<file path="src/common/mul16_pkg.sv">
// ~~~~~~~~~~~~~~~~~~~~~~~~~~~~~~~~~~~~~~~~
// Shared widths and bundles for the
// pipelined 16 x 16 unsigned multiplier.
// The split is fixed at two bytes per
// operand; the widths are not free knobs.
// ~~~~~~~~~~~~~~~~~~~~~~~~~~~~~~~~~~~~~~~~
`default_nettype none

package mul16_pkg;

  localparam int OPERAND_W = 16;
  localparam int BYTE_W    = 8;
  localparam int PRODUCT_W = 32;

  // In-strobe to out-strobe, in clock cycles
  localparam int LATENCY = 3;

  // Operand pair as presented on the input
  typedef struct packed {
    logic [OPERAND_W-1:0] a;
    logic [OPERAND_W-1:0] b;
  } operands_t;

  // Byte-pair products, named by the bytes of a and b
  typedef struct packed {
    logic [2*BYTE_W-1:0] ll;
    logic [2*BYTE_W-1:0] lh;
    logic [2*BYTE_W-1:0] hl;
    logic [2*BYTE_W-1:0] hh;
  } subproducts_t;

endpackage

`default_nettype wire
</file>
<file path="src/hw/mul16_top.sv">
// ~~~~~~~~~~~~~~~~~~~~~~~~~~~~~~~~~~~~~~~~
// Pipelined 16 x 16 unsigned multiplier.
// out_stb follows in_stb by three cycles
// (mul16_pkg::LATENCY), in input order.
// There is no back-pressure.
// The consumer must take every out_stb.
// ~~~~~~~~~~~~~~~~~~~~~~~~~~~~~~~~~~~~~~~~
`timescale 1ns/100ps
`default_nettype none

module mul16_top (
  input  logic                            clk,
  input  logic                            rst_n,
  input  logic                            in_stb,
  input  mul16_pkg::operands_t            ops,
  output logic [mul16_pkg::PRODUCT_W-1:0] product,
  output logic                            out_stb
);

  mul16_pkg::operands_t    cap_ops;
  logic                    cap_vld;
  mul16_pkg::subproducts_t sp;
  logic                    sp_vld;

  operand_capture u_capture (
    .clk     (clk),
    .rst_n   (rst_n),
    .in_stb  (in_stb),
    .ops     (ops),
    .cap_ops (cap_ops),
    .cap_vld (cap_vld)
  );

  subproduct_stage u_subprod (
    .clk     (clk),
    .rst_n   (rst_n),
    .cap_ops (cap_ops),
    .cap_vld (cap_vld),
    .sp      (sp),
    .sp_vld  (sp_vld)
  );

  product_reduce u_reduce (
    .clk     (clk),
    .rst_n   (rst_n),
    .sp      (sp),
    .sp_vld  (sp_vld),
    .product (product),
    .out_stb (out_stb)
  );

endmodule

`default_nettype wire

</file>
<file path="src/hw/product_reduce.sv">
// ~~~~~~~~~~~~~~~~~~~~~~~~~~~~~~~~~~~~~~~~
// Last pipeline stage.
// Aligns the cross products by one byte,
// adds them onto {hh, ll} and registers
// the product. out_stb is a one-cycle
// pulse; product holds until the next.
// ~~~~~~~~~~~~~~~~~~~~~~~~~~~~~~~~~~~~~~~~
`timescale 1ns/100ps
`default_nettype none

module product_reduce (
  input  logic                             clk,
  input  logic                             rst_n,
  input  mul16_pkg::subproducts_t          sp,
  input  logic                             sp_vld,
  output logic [mul16_pkg::PRODUCT_W-1:0]  product,
  output logic                             out_stb
);

  localparam int BW = mul16_pkg::BYTE_W;
  localparam int PW = mul16_pkg::PRODUCT_W;

  logic [PW-1:0] base_w;
  logic [PW-1:0] lh_w;
  logic [PW-1:0] hl_w;
  logic [PW-1:0] part_sum;
  logic [PW-1:0] full_sum;

  // hh and ll do not overlap, so they share one word
  assign base_w = {sp.hh, sp.ll};
  assign lh_w   = {{BW{1'b0}}, sp.lh, {BW{1'b0}}};
  assign hl_w   = {{BW{1'b0}}, sp.hl, {BW{1'b0}}};

  cla32 u_add_lh (.a(base_w),   .b(lh_w), .sum(part_sum));
  cla32 u_add_hl (.a(part_sum), .b(hl_w), .sum(full_sum));

  always_ff @(posedge clk or negedge rst_n) begin
    if (!rst_n) begin
      out_stb <= 1'b0;
      product <= '0;
    end else begin
      out_stb <= sp_vld;
      if (sp_vld) begin
        product <= full_sum;
      end
    end
  end

endmodule

`default_nettype wire

</file>
<file path="src/hw/subproduct_stage.sv">
// ~~~~~~~~~~~~~~~~~~~~~~~~~~~~~~~~~~~~~~~~
// Second pipeline stage.
// Four exact byte multipliers, results
// registered on cap_vld, one cycle.
// ~~~~~~~~~~~~~~~~~~~~~~~~~~~~~~~~~~~~~~~~
`timescale 1ns/100ps
`default_nettype none

module subproduct_stage (
  input  logic                    clk,
  input  logic                    rst_n,
  input  mul16_pkg::operands_t    cap_ops,
  input  logic                    cap_vld,
  output mul16_pkg::subproducts_t sp,
  output logic                    sp_vld
);

  localparam int BW = mul16_pkg::BYTE_W;

  mul16_pkg::subproducts_t sp_comb;

  mul8_array u_ll (.a(cap_ops.a[BW-1:0]),    .b(cap_ops.b[BW-1:0]),    .p(sp_comb.ll));
  mul8_array u_lh (.a(cap_ops.a[BW-1:0]),    .b(cap_ops.b[2*BW-1:BW]), .p(sp_comb.lh));
  mul8_array u_hl (.a(cap_ops.a[2*BW-1:BW]), .b(cap_ops.b[BW-1:0]),    .p(sp_comb.hl));
  mul8_array u_hh (.a(cap_ops.a[2*BW-1:BW]), .b(cap_ops.b[2*BW-1:BW]), .p(sp_comb.hh));

  always_ff @(posedge clk or negedge rst_n) begin
    if (!rst_n) begin
      sp_vld <= 1'b0;
    end else begin
      sp_vld <= cap_vld;
    end
  end

  always_ff @(posedge clk) begin
    if (cap_vld) begin
      sp <= sp_comb;
    end
  end

endmodule

`default_nettype wire

</file>
<file path="src/hw/operand_capture.sv">
// ~~~~~~~~~~~~~~~~~~~~~~~~~~~~~~~~~~~~~~~~
// Input register of the multiplier.
// Every cycle with in_stb high is taken;
// there is no back-pressure.
// cap_ops holds its value between strobes.
// ~~~~~~~~~~~~~~~~~~~~~~~~~~~~~~~~~~~~~~~~
`timescale 1ns/100ps
`default_nettype none

module operand_capture (
  input  logic                 clk,
  input  logic                 rst_n,
  input  logic                 in_stb,
  input  mul16_pkg::operands_t ops,
  output mul16_pkg::operands_t cap_ops,
  output logic                 cap_vld
);

  always_ff @(posedge clk or negedge rst_n) begin
    if (!rst_n) begin
      cap_vld <= 1'b0;
    end else begin
      cap_vld <= in_stb;
    end
  end

  // Operands only move on an accepted strobe
  always_ff @(posedge clk) begin
    if (in_stb) begin
      cap_ops <= ops;
    end
  end

endmodule

`default_nettype wire

</file>
<file path="src/cla32/cla32.sv">
// ~~~~~~~~~~~~~~~~~~~~~~~~~~~~~~~~~~~~~~~~
// 32-bit two-level carry-lookahead adder.
// Carry in is zero and the carry out is
// dropped.
// Callers must keep the true sum within
// 32 bits.
// ~~~~~~~~~~~~~~~~~~~~~~~~~~~~~~~~~~~~~~~~
`timescale 1ns/100ps
`default_nettype none

module cla32 (
  input  logic [mul16_pkg::PRODUCT_W-1:0] a,
  input  logic [mul16_pkg::PRODUCT_W-1:0] b,
  output logic [mul16_pkg::PRODUCT_W-1:0] sum
);

  logic [mul16_pkg::PRODUCT_W-1:0] p;
  logic [mul16_pkg::PRODUCT_W-1:0] g;
  // Group terms; only those feeding a carry-in are formed
  logic [6:1] gp;
  logic [6:0] gg;
  logic [7:0] cc;

  assign p = a ^ b;
  assign g = a & b;

  genvar k;

  generate
    for (k = 0; k < 7; k++) begin : g_grp
      assign gg[k] = g[4*k+3] | (p[4*k+3] & g[4*k+2]) |
                     (p[4*k+3] & p[4*k+2] & g[4*k+1]) |
                     (p[4*k+3] & p[4*k+2] & p[4*k+1] & g[4*k]);
      if (k > 0) begin : g_prop
        assign gp[k] = &p[4*k+3:4*k];
      end
    end
  endgenerate

  // Second level over the group terms
  assign cc[0] = 1'b0;
  assign cc[1] = gg[0];
  assign cc[2] = gg[1] | (gp[1] & gg[0]);
  assign cc[3] = gg[2] | (gp[2] & gg[1]) | (gp[2] & gp[1] & gg[0]);
  assign cc[4] = gg[3] | (gp[3] & gg[2]) | (gp[3] & gp[2] & gg[1]) |
                 (gp[3] & gp[2] & gp[1] & gg[0]);
  assign cc[5] = gg[4] | (gp[4] & gg[3]) | (gp[4] & gp[3] & gg[2]) |
                 (gp[4] & gp[3] & gp[2] & gg[1]) |
                 (gp[4] & gp[3] & gp[2] & gp[1] & gg[0]);
  assign cc[6] = gg[5] | (gp[5] & gg[4]) | (gp[5] & gp[4] & gg[3]) |
                 (gp[5] & gp[4] & gp[3] & gg[2]) |
                 (gp[5] & gp[4] & gp[3] & gp[2] & gg[1]) |
                 (gp[5] & gp[4] & gp[3] & gp[2] & gp[1] & gg[0]);
  assign cc[7] = gg[6] | (gp[6] & gg[5]) | (gp[6] & gp[5] & gg[4]) |
                 (gp[6] & gp[5] & gp[4] & gg[3]) |
                 (gp[6] & gp[5] & gp[4] & gp[3] & gg[2]) |
                 (gp[6] & gp[5] & gp[4] & gp[3] & gp[2] & gg[1]) |
                 (gp[6] & gp[5] & gp[4] & gp[3] & gp[2] & gp[1] & gg[0]);

  generate
    for (k = 0; k < 8; k++) begin : g_sum
      cla_group4 u_grp (
        .p   (p[4*k+3:4*k]),
        .g   (g[4*k+3:4*k]),
        .cin (cc[k]),
        .sum (sum[4*k+3:4*k])
      );
    end
  endgenerate

endmodule

`default_nettype wire

</file>
<file path="src/cla32/cla_group4.sv">
// ~~~~~~~~~~~~~~~~~~~~~~~~~~~~~~~~~~~~~~~~
// Sum of one 4-bit lookahead group.
// Propagate and generate come from the
// parent adder; no carry out is formed.
// ~~~~~~~~~~~~~~~~~~~~~~~~~~~~~~~~~~~~~~~~
`timescale 1ns/100ps
`default_nettype none

module cla_group4 (
  input  logic [3:0] p,
  input  logic [3:0] g,
  input  logic       cin,
  output logic [3:0] sum
);

  logic [3:0] c;

  assign c[0] = cin;
  assign c[1] = g[0] | (p[0] & cin);
  assign c[2] = g[1] | (p[1] & g[0]) | (p[1] & p[0] & cin);
  assign c[3] = g[2] | (p[2] & g[1]) | (p[2] & p[1] & g[0]) |
                (p[2] & p[1] & p[0] & cin);

  assign sum = p ^ c;

endmodule

`default_nettype wire

</file>
<file path="src/mul8_array/mul8_array.sv">
// ~~~~~~~~~~~~~~~~~~~~~~~~~~~~~~~~~~~~~~~~
// Exact 8 x 8 unsigned multiplier.
// Carry-save array of adder rows with a
// ripple row at the end.
// Purely combinational.
// ~~~~~~~~~~~~~~~~~~~~~~~~~~~~~~~~~~~~~~~~
`timescale 1ns/100ps
`default_nettype none

module mul8_array (
  input  logic [mul16_pkg::BYTE_W-1:0]   a,
  input  logic [mul16_pkg::BYTE_W-1:0]   b,
  output logic [2*mul16_pkg::BYTE_W-1:0] p
);

  // pp[i][k] = a[k] & b[i] at weight i+k
  logic [7:0] pp [8];
  // Row sums; s[i][k] has weight i+k
  logic [7:0] s [8];
  // Row carries; c[i][k] has weight i+k+1
  logic [6:0] c [1:7];
  // Carries of the closing ripple row
  logic [7:0] rc;

  genvar i, k;

  generate
    for (i = 0; i < 8; i++) begin : g_pp
      assign pp[i] = a & {8{b[i]}};
    end
  endgenerate

  assign s[0] = pp[0];

  generate
    for (i = 1; i < 8; i++) begin : g_row
      for (k = 0; k < 7; k++) begin : g_cell
        if (i == 1) begin : g_ha
          assign s[i][k] = s[i-1][k+1] ^ pp[i][k];
          assign c[i][k] = s[i-1][k+1] & pp[i][k];
        end else begin : g_fa
          assign s[i][k] = s[i-1][k+1] ^ pp[i][k] ^ c[i-1][k];
          assign c[i][k] = (s[i-1][k+1] & pp[i][k]) |
                           (c[i-1][k] & (s[i-1][k+1] ^ pp[i][k]));
        end
      end
      // Top bit of each row passes straight down
      assign s[i][7] = pp[i][7];
      // One finished product bit per row
      assign p[i-1] = s[i-1][0];
    end
  endgenerate

  assign p[7] = s[7][0];

  // Merge the last sums and carries
  assign rc[0] = 1'b0;

  generate
    for (k = 0; k < 7; k++) begin : g_rip
      assign p[8+k]  = s[7][k+1] ^ c[7][k] ^ rc[k];
      assign rc[k+1] = (s[7][k+1] & c[7][k]) | (rc[k] & (s[7][k+1] ^ c[7][k]));
    end
  endgenerate

  assign p[15] = rc[7];

endmodule

`default_nettype wire

</file>
<file path="config.mk">
export PLATFORM = sky130hd
export DESIGN_NAME = mul16_top
export DESIGN_NICKNAME = d
export VERILOG_FILES = /design/src/common/mul16_pkg.sv /design/src/hw/mul16_top.sv /design/src/hw/product_reduce.sv /design/src/hw/subproduct_stage.sv /design/src/hw/operand_capture.sv /design/src/cla32/cla32.sv /design/src/cla32/cla_group4.sv /design/src/mul8_array/mul8_array.sv
export SDC_FILE = /design/constraint.sdc
export NUM_CORES = 1
export LEC_CHECK = 0
export BUFFER_PORTS_ARGS = -buffer_cell sky130_fd_sc_hd__buf_2
export CAP_MARGIN = 0
export CORE_ASPECT_RATIO = 0.9
export CORE_MARGIN = 10
export CORE_UTILIZATION = 50
export CTS_CLUSTER_DIAMETER = 60
export DETAILED_ROUTE_END_ITERATION = 10
export PLACE_DENSITY = 0.67
export RECOVER_POWER = 50
export SYNTH_ARGS = -nofsm -noshare
export SYNTH_HDL_FRONTEND = slang
export SYNTH_SLANG_ARGS = --single-unit
</file>
<file path="constraint.sdc">
create_clock -name clk -period 9.1 [get_ports clk]
set_clock_uncertainty 0.05 [all_clocks]
set_input_delay 1.365 -clock clk [delete_from_list [all_inputs] [get_ports clk]]
set_output_delay 1.365 -clock clk [all_outputs]
set_load 0.02 [all_outputs]
</file>
---- After elaboration in Yosys (flattened, before gate mapping) ----
Index checks and enable logic that the tools add are counted.
word-level totals
  register bits after elaboration ......... 131
  input port bits ......................... 35
operators by class
  reduce and logical (&&, ||, !) cells .... 12
  bitwise gates (word level) .............. 1526
operator list
  kind                           number
  bitwise AND 1 bit              692
  XOR 1 bit                      416
  bitwise OR 1 bit               366
  bitwise AND 8 bit              32
  XOR 32 x 24 -> 32 bit          2
  XOR 4 bit                      16
  bitwise AND 31 x 24 -> 31 bit  2
  AND reduction 4 bit            12

---- Depth between registers and ports, before layout ----
  depth in word-level cells ............... 30
  depth in mapped cells ................... 20
  depth with buffers taken out ............ 19

---- Modules after synthesis ----
Synthesis repeated with hierarchy kept, for this count alone.
second synthesis, totals
  cell total of the unflattened synthesis .. 1178
  area, all modules ....................... 13347.8 um^2
modules (own cells, without submodules)
  module                           sequential area each (um^2)  area an instance (um^2)  times used  cells an instance
  mul8_array (u_subprod.u_hh ...)  0.0                          1582.8                   2           170
  subproduct_stage                 1946.9                       1946.9                   1           65
  mul8_array (u_subprod.u_hl)      0.0                          1590.3                   1           170
  mul8_array (u_subprod.u_lh)      0.0                          1585.3                   1           170
  cla32                            0.0                          699.4                    2           77
  product_reduce                   825.8                        1373.8                   1           70
  cla_group4                       0.0                          81.3                     16          11
  operand_capture                  985.9                        985.9                    1           33

---- Worst setup path before layout ----
No wires, ideal clock.
  path kind ............................... reg2reg
  from .................................... register, netlist name u_capture.cap_ops[9]
  to ...................................... register, netlist name u_subprod.sp[46]
  path slack .............................. 2.229 ns
  arrival time ............................ 6.552 ns
  stages on the path, launching flop included .. 19
  required time ........................... 8.781 ns
  buffers on the path ..................... 1
  clock period less this slack ............ 6.871 ns
  path through ............................ edfxtp_1 -> clkbuf_1 -> and2_1 -> ha_1 -> inv_1 -> fa_1 -> fa_1 -> inv_1 -> fa_1 -> fa_1 -> fa_1 -> fa_1 -> ha_1 -> fa_1 -> fa_1 -> fa_1 -> fa_1 -> fa_1 -> fa_1

==> impl_metrics.tcl <==
set metrics [dict create \
    layout_min_cycle_time_ns 7.24 \
    cts_tree "done" \
    synth-edff-count 96 \
    yosysTopAreaCell "fa_1" \
    grt_pass1_wl_um 38300 \
    final_common_cell "inv_1" \
    rows 53 \
    firstDrtPassIters 5 \
    critPathLaunchType "register" \
    synth_seq_area_share_pct 31.1 \
    timing.fmax_ghz 0.138 \
    grt-ovfl-total 0 \
    syn_inst 1067 \
    slew_violations 104 \
    rsz0062_at_grt "false" \
    max-vdd-ir-drop_mv 0.136 \
    yosys_warnings 0 \
    cp_common_cell "fa_1" \
    setup_viol 0 \
    violations "max-capacitance violations, max-slew violations" \
    max_slew.worst_pin.slew_ns 2.01 \
    start_util_pct 51.3 \
    drt_first_iter_violations 332 \
    required_ns 9.22 \
    track_usage_pct 15.6 \
    r2r.worst_path.cells 17 \
    n_antenna_cell 0 \
    crit_start "u_capture.cap_ops[8]$_DFFE_PP_" \
    vias 7062 \
    viasPerCell 4.93 \
    cts_buffers 17 \
    leakage_nw 6.14 \
    switching_share_pct 42.9 \
    layout-drive-gt1-share_pct 11.7 \
    crit_chain "and2_1, ha_1, inv_1, fa_1, fa_1, inv_1, fa_1, fa_1, fa_1, fa_1, ha_1, fa_1, fa_1, fa_1, fa_1, fa_1, fa_1" \
    combPwrFrac_pct 62.5 \
    mostFrequentLayoutCells "213 x inv_1, 200 x fa_1, 143 x and2_1" \
    cp_slowest_cell "edfxtp_1" \
    ys_types 49 \
    nets 1420 \
    finalHoldViolCount 0 \
    cp_data_arrival_time_ns 7.35 \
    power.internal_w 0.00274 \
    r2r_slack_ns 1.86 \
    postSynth.asyncResetShare_pct 26.7 \
    p_clk_share_pct 13.5 \
    pin_count 68 \
    cts_resized 0 \
    num-fill-cells 1979 \
    grt_use_met1_pct 22.5 \
    worstHoldPathType "register to register" \
    crit_end "u_subprod.sp[46]$_DFFE_PP_" \
    rr_endpoint "u_subprod.sp[46]$_DFFE_PP_" \
    drc 0 \
    criticalPathCategory "register to register" \
    met3_usage_pct 3.07 \
    dieHeight_um 167 \
    dp_slack_ns 1.85 \
    die_area_um2 30800 \
    syn_area_um2 12100 \
    critPathMaxFanout 16 \
    clk_latency_ns 0.43 \
    grt_antenna_before_repair 1 \
    wire_per_inst_um 15.7 \
    antenna_left 0 \
    grt.met2_usage_pct 23.6 \
    drv_cap 3 \
    grt_pass1_vias 7479 \
    finalCritPeriodShare_pct 79.5 \
    dpl.hpwl_um 17500 \
    clockBufferDepth 2 \
    clk_pin_slew_worst_paths_ns 0.06 \
    gp_congestion 0.774 \
    busiest_layer "met2" \
    synth.ff_latch_count 131 \
    synth_nets 1370 \
    grt_max_degree 36 \
    core_area_um2 23500 \
    worst_setup_path_end_kind "register" \
    synthTopCellsByArea "fa_1 33%, edfxtp_1 24%, and2_1 7.7%" \
    htreeDepth 4 \
    portBuffers 67 \
    slew-limit-headroom_pct -34.2 \
    cts_setup_buffers 0 \
    status "complete, but fails checks" \
    worst_slack_ns 1.86 \
    synth_ff_type "edfxtp_1" \
    p_per_area_nw_per_um2 364 \
    slowest_delay_ns 0.66 \
    yosysTopAreaCellShare_pct 33.1 \
    wl_um 22500 \
    synth_area_per_cell_um2 11.3 \
    p_sw_w 0.00207 \
    area_growth_pct 9.29 \
    setup_tns_ns 0 \
    seqPwrFrac_pct 24.0 \
    cts_sinks 131 \
    r2r_start "u_capture.cap_ops[8]$_DFFE_PP_" \
    postCtsHoldBufs 0 \
    root_buffer "clkbuf_16" \
    dieWidth_um 184 \
]
cells by family (layout without fill, tap and decap cells):
group,after synthesis,count (layout),synth area share [%]
mux,23,23,2.14
buf+inv,251,314,7.82
flops,131,131,31.1
compound gates,52,52,3.24
fa+ha+maj,269,269,40.3
xor+xnor,26,26,1.89
simple gates,315,315,13.5
Yosys cell counts, types with 3 or more instances:
library cell	n
xnor2_1	12
dfrtp_1	35
ha_1	68
nand2_1	121
and2_1	149
nand3_1	6
inv_1	213
nor2_1	14
edfxtp_1	96
or2_2	3
a21oi_1	14
a21o_1	11
o21ai_0	9
fa_1	200
and3_1	6
clkbuf_1	34
xor2_1	14
mux2_2	23
power by group through the flow:
stage               Combinational (W)  Clock, W  Sequential (W)
floorplan                     0.00214         0         0.00118
global placement              0.00295         0         0.00116
detailed placement            0.00304         0         0.00117
CTS                           0.00306  0.000666         0.00116
global route                  0.00345  0.000688         0.00119
finish                        0.00300  0.000650         0.00116
flip-flops by register name, summed over array words and instances, names as in the netlist:
| name | flops |
|---|---|
| u_capture.cap_ops | 32 |
| u_reduce.product | 32 |
| u_subprod.sp | 64 |
| u_reduce.out_stb | 1 |
| u_capture.cap_vld | 1 |
| u_subprod.sp_vld | 1 |
stage by stage:
step	util [%]	instances	total power (W)	hold WS (ns)	instance area, um^2
2_1_floorplan	-	1067	0.00332	0.368	12100
3_3_place_gp	53.8	1400	0.00411	0.407	12700
3_5_place_dp	53.8	1400	0.00421	0.418	12700
4_1_cts	56.1	1432	0.00488	0.433	13200
5_1_grt	56.1	1432	0.00533	0.443	13200
6_report	56.1	1432	0.00481	0.428	13200
critical path, delay by kind of cell, from the launching register on:
kind | cells | cell delay [ns]
fa+ha+maj | 14 | 5.91
flops | 1 | 0.66
simple gates | 1 | 0.26
buf+inv | 2 | 0.10
area by class of cell:
cell class              count  area [um^2]  area share, %
clock buffers              20          458           3.47
clock inverters            12         91.3          0.692
inverters                 213          800           6.06
multi-input cells         685         7380           55.9
flip-flops and latches    131         3760           28.5
well taps                 302          378           2.86
repair buffers             69          340           2.58
worst min path at each step:
| stage | end | slack (ns) | startpoint | depth (start not counted) |
|---|---|---|---|---|
| after floorplan | u_reduce.out_stb$_DFF_PN0_ | 0.37 | u_subprod.sp_vld$_DFF_PN0_ | 0 |
| after global placement | u_reduce.product[15]$_DFFE_PN0P_ | 0.41 | u_reduce.product[15]$_DFFE_PN0P_ | 1 |
| after detailed placement | u_reduce.product[12]$_DFFE_PN0P_ | 0.42 | u_reduce.product[12]$_DFFE_PN0P_ | 2 |
| after CTS | u_reduce.product[12]$_DFFE_PN0P_ | 0.43 | u_reduce.product[12]$_DFFE_PN0P_ | 2 |
| after global routing | u_reduce.product[2]$_DFFE_PN0P_ | 0.44 | u_subprod.sp[50]$_DFFE_PP_ | 1 |
| final | u_reduce.product[12]$_DFFE_PN0P_ | 0.43 | u_reduce.product[12]$_DFFE_PN0P_ | 2 |
routing by layer:
metal / part of all wire [%] / up-vias / wire length, um
met5: 0.049 / - / 11
met4: 0.97 / 2 / 217
met3: 4.0 / 16 / 897
met2: 45 / 106 / 10000
met1: 50 / 3563 / 11300
li1: - / 3375 / -
No activity file was read; power rests on OpenSTA's default activity.
